## src/hw/binning_pkg.sv

```systemverilog
`default_nettype none

package binning_pkg;

  localparam int WEIGHT_W    = 32;  // weight and bus data width
  localparam int ADDR_W      = 32;
  localparam int LEN_W       = 20;  // burst length in bytes
  localparam int BIN_FIELD_W = 8;   // room for up to 256 bins
  localparam int CNT_FIELD_W = 12;

  typedef enum logic {
    FLUSH_ONE_BIN,
    FLUSH_FINAL
  } flush_kind_e;

  typedef enum logic [2:0] {
    CTRL_IDLE, CTRL_RECEIVE, CTRL_SORT, CTRL_FLUSH_ONE, CTRL_FLUSH_ALL, CTRL_FINISH
  } ctrl_state_e;

  typedef enum logic [2:0] {
    WR_IDLE, WR_REQUEST, WR_WAIT_ACK, WR_SEND_BEATS, WR_WAIT_CMPLT, WR_NEXT_BIN
  } writer_state_e;

  // flush request from the sorter to the writer
  typedef struct packed {
    logic                   valid;
    flush_kind_e            kind;
    logic [BIN_FIELD_W-1:0] bin;
    logic [CNT_FIELD_W-1:0] count;  // zero count marks the end of the final flush
  } bin_cmd_t;

  typedef struct packed {
    logic              req;
    logic [ADDR_W-1:0] addr;
    logic [LEN_W-1:0]  len;
  } bus_cmd_t;

  typedef struct packed {
    logic [WEIGHT_W-1:0] data;
    logic                sof_n;
    logic                eof_n;
    logic                src_rdy_n;
  } wr_beat_t;

endpackage

`default_nettype wire

```

## src/hw/binning_ctrl.sv

```systemverilog
`timescale 1ns/1ps
`default_nettype none

module binning_ctrl (
  input  wire  Clk,
  input  wire  arst_n,
  input  wire  start,
  input  wire  block_received,
  input  wire  sort_finished,
  input  wire  bin_full,        // sorter holds a full-bin flush
  input  wire  flush_done,
  input  wire  all_flushed,
  output logic rx_enable,
  output logic sort_enable,
  output logic final_flush,
  output logic done
);

  binning_pkg::ctrl_state_e state;
  binning_pkg::ctrl_state_e state_nxt;

  always_comb begin
    state_nxt = state;
    case (state)
      binning_pkg::CTRL_IDLE: begin
        if (start) begin
          state_nxt = binning_pkg::CTRL_RECEIVE;
        end
      end
      binning_pkg::CTRL_RECEIVE: begin
        if (block_received) begin
          state_nxt = binning_pkg::CTRL_SORT;
        end
      end
      binning_pkg::CTRL_SORT: begin
        if (sort_finished) begin
          state_nxt = binning_pkg::CTRL_FLUSH_ALL;
        end else if (bin_full) begin
          state_nxt = binning_pkg::CTRL_FLUSH_ONE;
        end
      end
      binning_pkg::CTRL_FLUSH_ONE: begin
        if (flush_done) begin
          state_nxt = binning_pkg::CTRL_SORT;  // back to sorting
        end
      end
      binning_pkg::CTRL_FLUSH_ALL: begin
        if (all_flushed) begin
          state_nxt = binning_pkg::CTRL_FINISH;
        end
      end
      default: state_nxt = binning_pkg::CTRL_IDLE;
    endcase
  end

  always_ff @(posedge Clk or negedge arst_n) begin
    if (!arst_n) begin
      state <= binning_pkg::CTRL_IDLE;
    end else begin
      state <= state_nxt;
    end
  end

  assign rx_enable   = (state == binning_pkg::CTRL_RECEIVE);
  assign sort_enable = (state == binning_pkg::CTRL_SORT);
  assign final_flush = (state == binning_pkg::CTRL_FLUSH_ALL);
  assign done        = (state == binning_pkg::CTRL_FINISH);  // one cycle after all_flushed

endmodule

`default_nettype wire

```

## config.mk

```make
export PLATFORM = sky130hd
export DESIGN_NAME = binning_ctrl
export DESIGN_NICKNAME = d
export VERILOG_FILES = /design/src/hw/binning_pkg.sv /design/src/hw/binning_ctrl.sv
export SDC_FILE = /design/constraint.sdc
export NUM_CORES = 1
export LEC_CHECK = 0
export BUFFER_PORTS_ARGS = -buffer_cell sky130_fd_sc_hd__buf_2
export CAP_MARGIN = 20
export CORE_AREA = 2 2 39 41
export DETAILED_ROUTE_END_ITERATION = 12
export DIE_AREA = 0 0 41 43
export PLACE_DENSITY_LB_ADDON = 0.12
export SLEW_MARGIN = 20
export SYNTH_ARGS = -nofsm -noshare
export SYNTH_HDL_FRONTEND = slang
export SYNTH_SLANG_ARGS = --single-unit
```

## constraint.sdc

```tcl
create_clock -name Clk -period 3.2 [get_ports Clk]
set_clock_uncertainty 0.2 [all_clocks]
set_input_delay 0.8 -clock Clk [delete_from_list [all_inputs] [get_ports Clk]]
set_output_delay 0.8 -clock Clk [all_outputs]
set_load 0.02 [all_outputs]
```

==> impl_results.md <==
* Outcome: finished, final reports clean
* Vias in the first global route at 208
* PostCTS Resize Cnt at 0
* # setup viols final at 0
* First-pass GRT wire length at 834 µm
* HPWL Detailed at 392 µm
* Fin crit period at 2140 ps
* Die Wd at 41 µm
* Leak at 0.145 nW
* # DRC at 0
* Post-CTS Setup Inserts at 0
* FP Rows at 14
* CP Cell Sequence: nand2b_1 > nor2_1 > buf_2
* Clock insertion delay at the later pin of the skew report at 230 ps
* IR drop worst, VDD at 0.227 mV
* Biggest register: state
* Longest Clk Path Bufs at 2
* Share of post-route cells with drive strength above 1 at 43.2%
* Mean number of vias per cell at 3.66
* Setup TNS at 0 ps
* Yosys reg bits at 3
* Required @ worst endpoint at 2200 ps
* Seq pwr share at 32.7%
* Gpl congestion at 0.722
* Synth-to-layout area growth at 43.9%
* Max-cap violations at 0
* Int Power at 0.165 mW
* Unrepaired setup endpoints after global routing: false
* Largest net degree at the start of global routing at 10
* Slowest cell on the critical path: dfrtp_1
* Final worst-path cycle share at 66.8%
* Worst setup margin at 1060 ps
* Library cells used by synthesis at 14
* Routed WL per cell at 8.92 µm
* Largest registers: state (3)
* Register area share after synthesis at 36.6%
* Mapped Cells at 23
* Combinational share of power at 44.0%
* Num CTS Buffers at 3
* Initial core utilization at 14.8%
* Area of the multi-input gates at 111 µm²
* Die footprint at 0.00176 mm²
* Fillcell total at 163
* H-tree levels at 1
* Crit. End Element: output pin
* Post-place setup slack at 1290 ps
* Post-route antenna net violation count at 0
* Syn Area/Cell at 8.92 µm²
* Register area at 75.1 µm²
* CTS hold repair buffers at 0
* R2R Setup Slk at 1890 ps
* Yosys warns at 0
* Tightest Pin Transition at 270 ps
* Clk pwr share at 23.3%
* Fmax at 468 MHz
* Pwr per Cell Area at 962 mW/mm²
* Total global-route track usage at 7.45%
* Port buffer count at 11
* CP max FO at 9
* GRT Residual Overflow at 0
* Hold Vio Cnt, Final at 0
* Slew headroom at 82.0%
* Reg clk slew, reported paths at 40 ps
* Syn nets at 31
* Initial antenna violation count at 0
* Worst r2r src: state[1]$_DFFE_PN0P_
* Initial DRC Count at 0
* Via count at 194
* Detailed Routing Iterations Pass 1 at 1
* Largest register FFs at 3
* Switch share at 41.9%
* I/O Pins at 12
* Crit path kind: flop to output pin
* WP data arrival at 1140 ps
* CTS sink count at 3
* Hold Crit Class: primary input to asynchronous set/reset pin
* Crit path largest cell delay at 450 ps
* # diodes at 0
* Max-slew violations at 0
* CTS tree: yes
* Core ar. at 0.00138 mm²
* Reg2Reg Depth at 3
* Startpoint types: flop
* Fin nets at 46
* Power, Total at 0.284 mW
* Die Ht at 43 µm
* Psw at 0.119 mW
* Clock Root Buffer: clkbuf_4
* WL final at 473 µm
* End of the worst register-to-register path: state[0]$_DFFE_PN0P_
* Synth Cell Area at 205 µm²
[final cells by class]
class / count / share of cell area (%)
clock buffers: 4 / 8.90
flip-flops and latches: 3 / 25.4
inverters: 2 / 2.54
well taps: 16 / 6.78
repair buffers: 11 / 18.6
multi-input cells: 17 / 37.7
[layer usage]
layer	global-route usage (%)	vias to the layer above	share of wire, %
met5	0	-	0
met4	2.00	0	0
met3	6.28	0	6.1
met2	10.0	6	47
met1	8.77	81	47
li1	-	107	-
[critical path, delay by kind of cell, from the launching register on]
family	cells	cell delay, ps
DFF	1	450
and+or+nand+nor	2	290
buffers and inverters	1	160
[Yosys cell counts, drive strengths merged]
master | n | share of area, %
mux2 | 1 | 5.5
o32ai | 1 | 7.9
a21oi | 2 | 4.9
nand2 | 1 | 1.8
o21a | 1 | 3.7
nor3b | 1 | 3.7
nor2 | 4 | 7.3
inv | 2 | 3.7
dfrtp | 3 | 37
a21boi | 1 | 3.7
o21ai | 1 | 2.4
nand3b | 2 | 7.3
nand2b | 2 | 6.1
buf | 1 | 5.5
[power groups by stage]
| stage | registers, mW | clock network (mW) | logic (mW) |
|---|---|---|---|
| after floorplan | 0.0765 | 0 | 0.117 |
| after global placement | 0.0939 | 0 | 0.127 |
| after detailed placement | 0.0947 | 0 | 0.128 |
| after CTS | 0.0943 | 0.0710 | 0.128 |
| after global routing | 0.0997 | 0.0749 | 0.137 |
| final | 0.0930 | 0.0662 | 0.125 |
[cells in the final DEF (no fill, tap or decap), types with 2 or more instances in the layout]
cell and count:
clkbuf_4 3, buf_2 11, nor2_1 4, nand2b_1 2, inv_1 2, nand3b_1 2
dfrtp_1 3, a21oi_1 2
[per-stage QoR]
| stage | util, % | cells | hold WS, ps | instance area (µm²) |
|---|---|---|---|---|
| after global placement | 19.4 | 49 | 348 | 269 |
| final | 21.3 | 53 | 157 | 295 |
| after detailed placement | 19.4 | 49 | 351 | 269 |
| after floorplan | - | 23 | 281 | 205 |
| after CTS | 21.3 | 53 | 151 | 295 |
| after global routing | 21.3 | 53 | 147 | 295 |
[worst max-delay path by stage]
stage / startpoint / to / slack, ps
floorplan: state[0]$_DFFE_PN0P_ / sort_enable / 1220
finish: state[1]$_DFFE_PN0P_ / done / 1060
global route: state[1]$_DFFE_PN0P_ / final_flush / 950
global placement: state[1]$_DFFE_PN0P_ / final_flush / 1310
CTS: state[1]$_DFFE_PN0P_ / done / 1030
detailed placement: state[1]$_DFFE_PN0P_ / done / 1290
[logic make-up after synthesis]
| family | synth area share (%) |
|---|---|
| DFF | 36.6 |
| AOI/OAI and AO/OA | 22.6 |
| buffers and inverters | 9.15 |
| and+or+nand+nor | 26.2 |
| muxes | 5.49 |
No activity file was read; power rests on OpenSTA's default activity.
