**src/hw/binning_pkg.sv**
```systemverilog
`default_nettype none

package binning_pkg;

  localparam int WEIGHT_W    = 32;  // weight and bus data width
  localparam int ADDR_W      = 32;
  localparam int LEN_W       = 20;  // burst length in bytes
  localparam int BIN_FIELD_W = 8;   // room for up to 256 bins
  localparam int CNT_FIELD_W = 12;

  typedef enum logic {
    FLUSH_ONE_BIN,
    FLUSH_FINAL
  } flush_kind_e;

  typedef enum logic [2:0] {
    CTRL_IDLE, CTRL_RECEIVE, CTRL_SORT, CTRL_FLUSH_ONE, CTRL_FLUSH_ALL, CTRL_FINISH
  } ctrl_state_e;

  typedef enum logic [2:0] {
    WR_IDLE, WR_REQUEST, WR_WAIT_ACK, WR_SEND_BEATS, WR_WAIT_CMPLT, WR_NEXT_BIN
  } writer_state_e;

  // flush request from the sorter to the writer
  typedef struct packed {
    logic                   valid;
    flush_kind_e            kind;
    logic [BIN_FIELD_W-1:0] bin;
    logic [CNT_FIELD_W-1:0] count;  // zero count marks the end of the final flush
  } bin_cmd_t;

  typedef struct packed {
    logic              req;
    logic [ADDR_W-1:0] addr;
    logic [LEN_W-1:0]  len;
  } bus_cmd_t;

  typedef struct packed {
    logic [WEIGHT_W-1:0] data;
    logic                sof_n;
    logic                eof_n;
    logic                src_rdy_n;
  } wr_beat_t;

endpackage

`default_nettype wire

```
**src/hw/burst_writer.sv**
```systemverilog
`timescale 1ns/1ps
`default_nettype none

module burst_writer #(
  parameter int                             NUM_BINS         = 16,
  parameter int                             BIN_DEPTH        = 8,
  parameter logic [binning_pkg::ADDR_W-1:0] DRAM_BASE        = 32'h8000_0000,
  parameter int                             BIN_REGION_BYTES = 1024
) (
  input  wire                                   Clk,
  input  wire                                   arst_n,
  input  wire binning_pkg::bin_cmd_t            bin_cmd,
  output logic [$clog2(NUM_BINS*BIN_DEPTH)-1:0] bin_rd_addr,
  input  wire [binning_pkg::WEIGHT_W-1:0]       bin_rd_data,
  output binning_pkg::bus_cmd_t                 bus_cmd,
  output binning_pkg::wr_beat_t                 wr_beat,
  input  wire                                   cmd_ack,
  input  wire                                   cmd_cmplt,
  input  wire                                   dst_rdy_n,
  output logic                                  flush_done,
  output logic                                  all_flushed
);

  localparam int BIN_W  = $clog2(NUM_BINS);
  localparam int CNT_W  = $clog2(BIN_DEPTH + 1);
  localparam int MEM_AW = $clog2(NUM_BINS * BIN_DEPTH);
  localparam int EXT_W  = $clog2(BIN_REGION_BYTES);  // words already sent per bin
  localparam int AW     = binning_pkg::ADDR_W;
  localparam int LW     = binning_pkg::LEN_W;

  binning_pkg::writer_state_e state;

  logic [BIN_W-1:0] cur_bin;
  logic [CNT_W-1:0] cur_cnt;
  logic [CNT_W-1:0] rd_idx;             // word now on bin_rd_data
  logic [EXT_W-1:0] ext_cnt [NUM_BINS];
  logic             beat_xfer;
  logic             load_beat;
  logic [AW-1:0]    burst_addr;

  assign beat_xfer = (state == binning_pkg::WR_SEND_BEATS) && !wr_beat.src_rdy_n && !dst_rdy_n;
  assign load_beat = ((state == binning_pkg::WR_WAIT_ACK) && cmd_ack) ||
                     (beat_xfer && wr_beat.eof_n);

  // address runs one word ahead so beats go back to back
  assign bin_rd_addr = MEM_AW'(cur_bin) * MEM_AW'(BIN_DEPTH) +
                       MEM_AW'(load_beat ? rd_idx + 1'b1 : rd_idx);

  assign burst_addr = DRAM_BASE + AW'(cur_bin) * AW'(BIN_REGION_BYTES) +
                      AW'({ext_cnt[cur_bin], 2'b00});

  assign flush_done = (state == binning_pkg::WR_NEXT_BIN);

  always_ff @(posedge Clk or negedge arst_n) begin
    if (!arst_n) begin
      state   <= binning_pkg::WR_IDLE;
      cur_bin <= '0;
      cur_cnt <= '0;
      rd_idx  <= '0;
      for (int b = 0; b < NUM_BINS; b++) begin
        ext_cnt[b] <= '0;
      end
      bus_cmd     <= '0;
      wr_beat     <= '{data: '0, sof_n: 1'b1, eof_n: 1'b1, src_rdy_n: 1'b1};
      all_flushed <= 1'b0;
    end else begin
      all_flushed <= 1'b0;

      if (load_beat) begin
        rd_idx            <= rd_idx + 1'b1;
        wr_beat.data      <= bin_rd_data;
        wr_beat.sof_n     <= (state == binning_pkg::WR_SEND_BEATS);  // low on the first
        wr_beat.eof_n     <= (rd_idx != cur_cnt - 1'b1);
        wr_beat.src_rdy_n <= 1'b0;
      end

      ////////////////////////////////////////////////////////////////////////////
      // write command and burst sequence
      ////////////////////////////////////////////////////////////////////////////
      case (state)
        binning_pkg::WR_IDLE: begin
          rd_idx <= '0;
          if (bin_cmd.valid) begin
            if (bin_cmd.count == '0) begin  // every bin has gone out
              all_flushed <= 1'b1;
              for (int b = 0; b < NUM_BINS; b++) begin
                ext_cnt[b] <= '0;
              end
            end else begin
              cur_bin <= bin_cmd.bin[BIN_W-1:0];
              cur_cnt <= bin_cmd.count[CNT_W-1:0];
              state   <= binning_pkg::WR_REQUEST;
            end
          end
        end
        binning_pkg::WR_REQUEST: begin
          bus_cmd <= '{req: 1'b1, addr: burst_addr, len: LW'({cur_cnt, 2'b00})};
          state   <= binning_pkg::WR_WAIT_ACK;
        end
        binning_pkg::WR_WAIT_ACK: begin
          if (cmd_ack) begin
            bus_cmd.req <= 1'b0;
            state       <= binning_pkg::WR_SEND_BEATS;
          end
        end
        binning_pkg::WR_SEND_BEATS: begin
          if (beat_xfer && !wr_beat.eof_n) begin
            wr_beat.sof_n     <= 1'b1;
            wr_beat.eof_n     <= 1'b1;
            wr_beat.src_rdy_n <= 1'b1;
            state             <= binning_pkg::WR_WAIT_CMPLT;
          end
        end
        binning_pkg::WR_WAIT_CMPLT: begin
          if (cmd_cmplt) begin
            ext_cnt[cur_bin] <= ext_cnt[cur_bin] + EXT_W'(cur_cnt);
            state            <= binning_pkg::WR_NEXT_BIN;
          end
        end
        binning_pkg::WR_NEXT_BIN: begin
          state <= binning_pkg::WR_IDLE;
        end
        default: begin
          state <= binning_pkg::WR_IDLE;
        end
      endcase
    end
  end

endmodule

`default_nettype wire

```
**config.mk**
```make
export PLATFORM = sky130hd
export DESIGN_NAME = burst_writer
export DESIGN_NICKNAME = d
export VERILOG_FILES = /design/src/hw/binning_pkg.sv /design/src/hw/burst_writer.sv
export SDC_FILE = /design/constraint.sdc
export NUM_CORES = 1
export LEC_CHECK = 0
export BUFFER_PORTS_ARGS = -buffer_cell sky130_fd_sc_hd__buf_2
export CORE_UTILIZATION = 48
export DETAILED_ROUTE_END_ITERATION = 8
export GPL_TIMING_DRIVEN = 0
export PLACE_DENSITY = 0.73
export SLEW_MARGIN = 20
export SYNTH_ARGS = -nofsm -noshare
export SYNTH_HDL_FRONTEND = slang
export SYNTH_SLANG_ARGS = --single-unit
```
**constraint.sdc**
```tcl
create_clock -name Clk -period 6.1 [get_ports Clk]
set_input_delay 1.22 -clock Clk [delete_from_list [all_inputs] [get_ports Clk]]
set_output_delay 1.22 -clock Clk [all_outputs]
set_load 0.005 [all_outputs]
```
==> run_results.csv <==
group,metric,value,unit
synth,netlist_area,0.01151,mm2
clock_network,ctsRootBufferMaster,"clkbuf_16",
sta,rsz0062_at_grt,"false",
routing,via_per_inst,6.219,
die,row_count,56,
final_layout,synthToLayoutAreaGrowth,19.44,%
die,fp.dieArea,0.02460,mm2
critical_path,slowest_stage,"clkbuf_1",
critical_path,max_stage_delay,0.66,ns
sta,final_hold_viol_count,0,
routing,dr.first_iter.drc_count,1123,
synth,synthArstFlopShare,100.0,%
routing,drt_pass1_iterations,6,
die,fp.dieH,156.8,um
global_routing,grt_pass1_wl,57130,um
global_routing,grt.overflow.total,0,
sta,holdWs,0.4649,ns
critical_path,cp.required,6.51,ns
synth,synth_compound_area_share,15.48,%
clock_network,postCtsSetupRepairBufs,0,
clock_network,cts.sinks,230,
final_layout,mostFrequentLayoutCells,"227 x dfrtp_1, 131 x nand2_1, 129 x buf_2",
placement,numPortBuffers,116,
routing,route.detailed.drc,0,
final_layout,design_area,0.01375,mm2
synth,synth_xor_area_share,1.370,%
pwr,seqPwrFrac,36.1,%
run,max_cap_violations,0,
hold_path,hold_path.class,"register to register",
critical_path,worstSetupPathType,"register to register",
pwr,comb_power_share,33.5,%
synth,synth_mux_area_share,12.38,%
die,coreArea,0.02347,mm2
global_routing,grt_max_degree,99,
clock_network,cts_buffers,25,
sta,slew_viol_final,0,
sta,max_freq,180.6,MHz
die,start_util,49.03,%
critical_path,cp_data_arrival_time,5.95,ns
sta,min_period_over_period,90.75,%
synth,synthCells,1047,
synth,ys_ff_latch,230,
pwr,sw_frac_of_total,34.46,%
final_layout,final_util,58.56,%
pwr,totalPowerFinal,5.254,mW
sta,finalCriticalPeriod,5.536,ns
synth,synth_edf_count,0,
sta,fin_skew,0.008963,ns
final_layout,final_common_cell,"dfrtp_1",
clock_network,post_cts_resized,0,
synth,yosys.area_share.simple,13.71,%
synth,synth_flop_cell,"dfrtp_1",
synth,ys_seq_area_share,50.04,%
placement,placed_cell_area,0.01287,mm2
pwr,clockPowerShare,30.3,%
routing,wl_per_cell,24.00,um
sta,worst_slew_pin_slew,1.139,ns
routing,drt-total-wl,37670,um
pwr,intPower,3.443,mW
clock_network,clkTransAtPathRegs,0.06,ns
placement,gp_congestion,0.9562,
critical_path,critPathBufInv,5,
global_routing,grt_pass1_vias,9690,
clock_network,clockBufferDepth,3,
pwr,ir_worst_vdd,0.0002187,V
routing,vias,9764,
final_layout,diodes,0,
global_routing,grt_usage,31.48,%
synth,synth_top_family_by_area,"compound AO/OA/AOI/OAI gates",
final_layout,drive_gt1_share,27.42,%
synth,synthDistinctLibCells,56,
outcome,status,"completed",
synth,syn_area_per_cell,10.99,um2
final_layout,final_net_count,1307,
pwr,p_leak,6.161,nW
sta,finalSetupViolations,0,
critical_path,start_kind,"register",
sta,relSlewSlack,23.50,%
clock_network,cts_tree,"yes",
critical_path,cp_top_family,"buffers and inverters",
global_routing,antenna_found_initial,0,
placement,place_hpwl,25650,um
die,ios,156,
clock_network,worstSkewPairLatency,0.53,ns
clock_network,htreeDepth,1,
synth,yosysWarnings,0,
critical_path,path_max_fanout,10,
critical_path,reg2regPathDepth,14,
pwr,power.density,382.3,mW/mm2
clock_network,postCtsHoldBufs,0,
routing,ant_nets,0,
critical_path,crit_chain,"buf_4 -> buf_4 -> buf_2 -> clkbuf_1 -> mux4_2 -> mux4_2 -> ha_1 -> a21o_1 -> a21oi_1 -> nor2b_1 -> o21ai_0 -> clkbuf_1 -> nor3_1 -> a221o_1",
hold_path,min_path_cells,1,
synth,synth_fa_ha_area_share,1.609,%
die,fp.dieW,156.8,um
sta,final.setup.tns,0,ns
pwr,switching_power,1.811,mW
critical_path,cp.depth,14,
critical_path,end_kind,"register",
## per-layer routing
layer / wire [um] / up-vias / track usage, %
met4: 2567 / 0 / 18.91
met1: 14190 / 4800 / 39.78
met2: 17060 / 576 / 48.28
li1: - / 4197 / -
met5: 0 / - / 0
met3: 3851 / 191 / 8.640
## path summary, 6_finish.rpt
| check | end | slack [ns] | startpoint |
|---|---|---|---|
| max | ext_cnt[47]$_DFFE_PN0P_ | 0.56 | cur_bin[1]$_DFFE_PN0P_ |
| min | bus_cmd[51]$_DFFE_PN0P_ | 0.46 | bus_cmd[51]$_DFFE_PN0P_ |
| max reg2reg | ext_cnt[47]$_DFFE_PN0P_ | 0.56 | cur_bin[1]$_DFFE_PN0P_ |
| min reg2reg | bus_cmd[51]$_DFFE_PN0P_ | 0.46 | bus_cmd[51]$_DFFE_PN0P_ |
| max in group asynchronous | bus_cmd[33]$_DFFE_PN0P_ | 4.15 | arst_n |
| min in group asynchronous | ext_cnt[114]$_DFFE_PN0P_ | 0.67 | arst_n |
## registers in the layout, indices dropped and copies added, names as in the netlist
name         cells
ext_cnt        160
state            3
rd_idx           4
all_flushed      1
cur_bin          4
cur_cnt          4
bus_cmd         19
wr_beat         35
## power by group through the flow
stage	clock network (mW)	logic, mW	registers [mW]
2_1_floorplan	0	1.09	1.91
3_3_place_gp	0	1.68	1.91
3_5_place_dp	0	1.73	1.92
4_1_cts	1.60	1.75	1.90
5_1_grt	1.66	1.88	1.92
6_report	1.59	1.76	1.90
## through the flow
stage,cells,setup slack (ns)
2_1_floorplan,1080,1.786
3_3_place_gp,1515,-0.2667
3_5_place_dp,1527,0.7285
4_1_cts,1570,0.6992
5_1_grt,1570,0.3790
6_report,1570,0.5642
## layout make-up
| class | instances | area [um2] |
|---|---|---|
| inverter | 7 | 26.28 |
| clock inverter | 8 | 115.1 |
| buffer | 109 | 591.8 |
| timing repair buffer | 128 | 735.7 |
| multi-input combinational | 734 | 5375 |
| tap | 319 | 399.1 |
| clock buffer | 35 | 743.2 |
| sequential | 230 | 5759 |
| fill | 1979 | 9727 |
## cell usage after synthesis, types with 3 or more instances
master,count,area [um2]
o31a_1,3,26.28
mux4_2,42,945.9
nor3_1,31,155.2
a22oi_1,20,150.1
dfstp_2,3,78.83
nand3_1,42,210.2
a21oi_1,5,25.02
fa_1,3,60.06
a22o_1,81,709.4
inv_1,5,18.77
clkbuf_1,46,172.7
xnor2_1,15,131.4
buf_6,4,45.04
mux2i_1,4,40.04
buf_1,9,33.78
buf_4,36,270.3
a221o_1,21,210.2
buf_2,14,70.07
nand2_1,131,491.7
o21ai_0,68,340.3
ha_1,10,125.1
o211ai_1,15,112.6
nand2b_1,6,37.54
nor2b_1,7,43.79
mux2_2,39,439.2
dfrtp_1,227,5680
nand4_1,7,43.79
nor4_1,30,187.7
or3_1,3,18.77
xor2_1,3,26.28
a21o_1,3,22.52
nor2_1,67,251.5
o21ai_1,16,80.08
## kinds of logic (layout without fill, tap and decap cells)
| kind of cell | after synthesis | in the layout |
|---|---|---|
| buf+inv | 116 | 287 |
| other cells | 1 | 34 |
| xor+xnor | 18 | 18 |
| mux | 85 | 85 |
| simple gates | 342 | 342 |
| fa+ha+maj | 13 | 13 |
| flops | 230 | 230 |
| compound gates | 242 | 242 |
No activity file was read; power rests on OpenSTA's default activity.
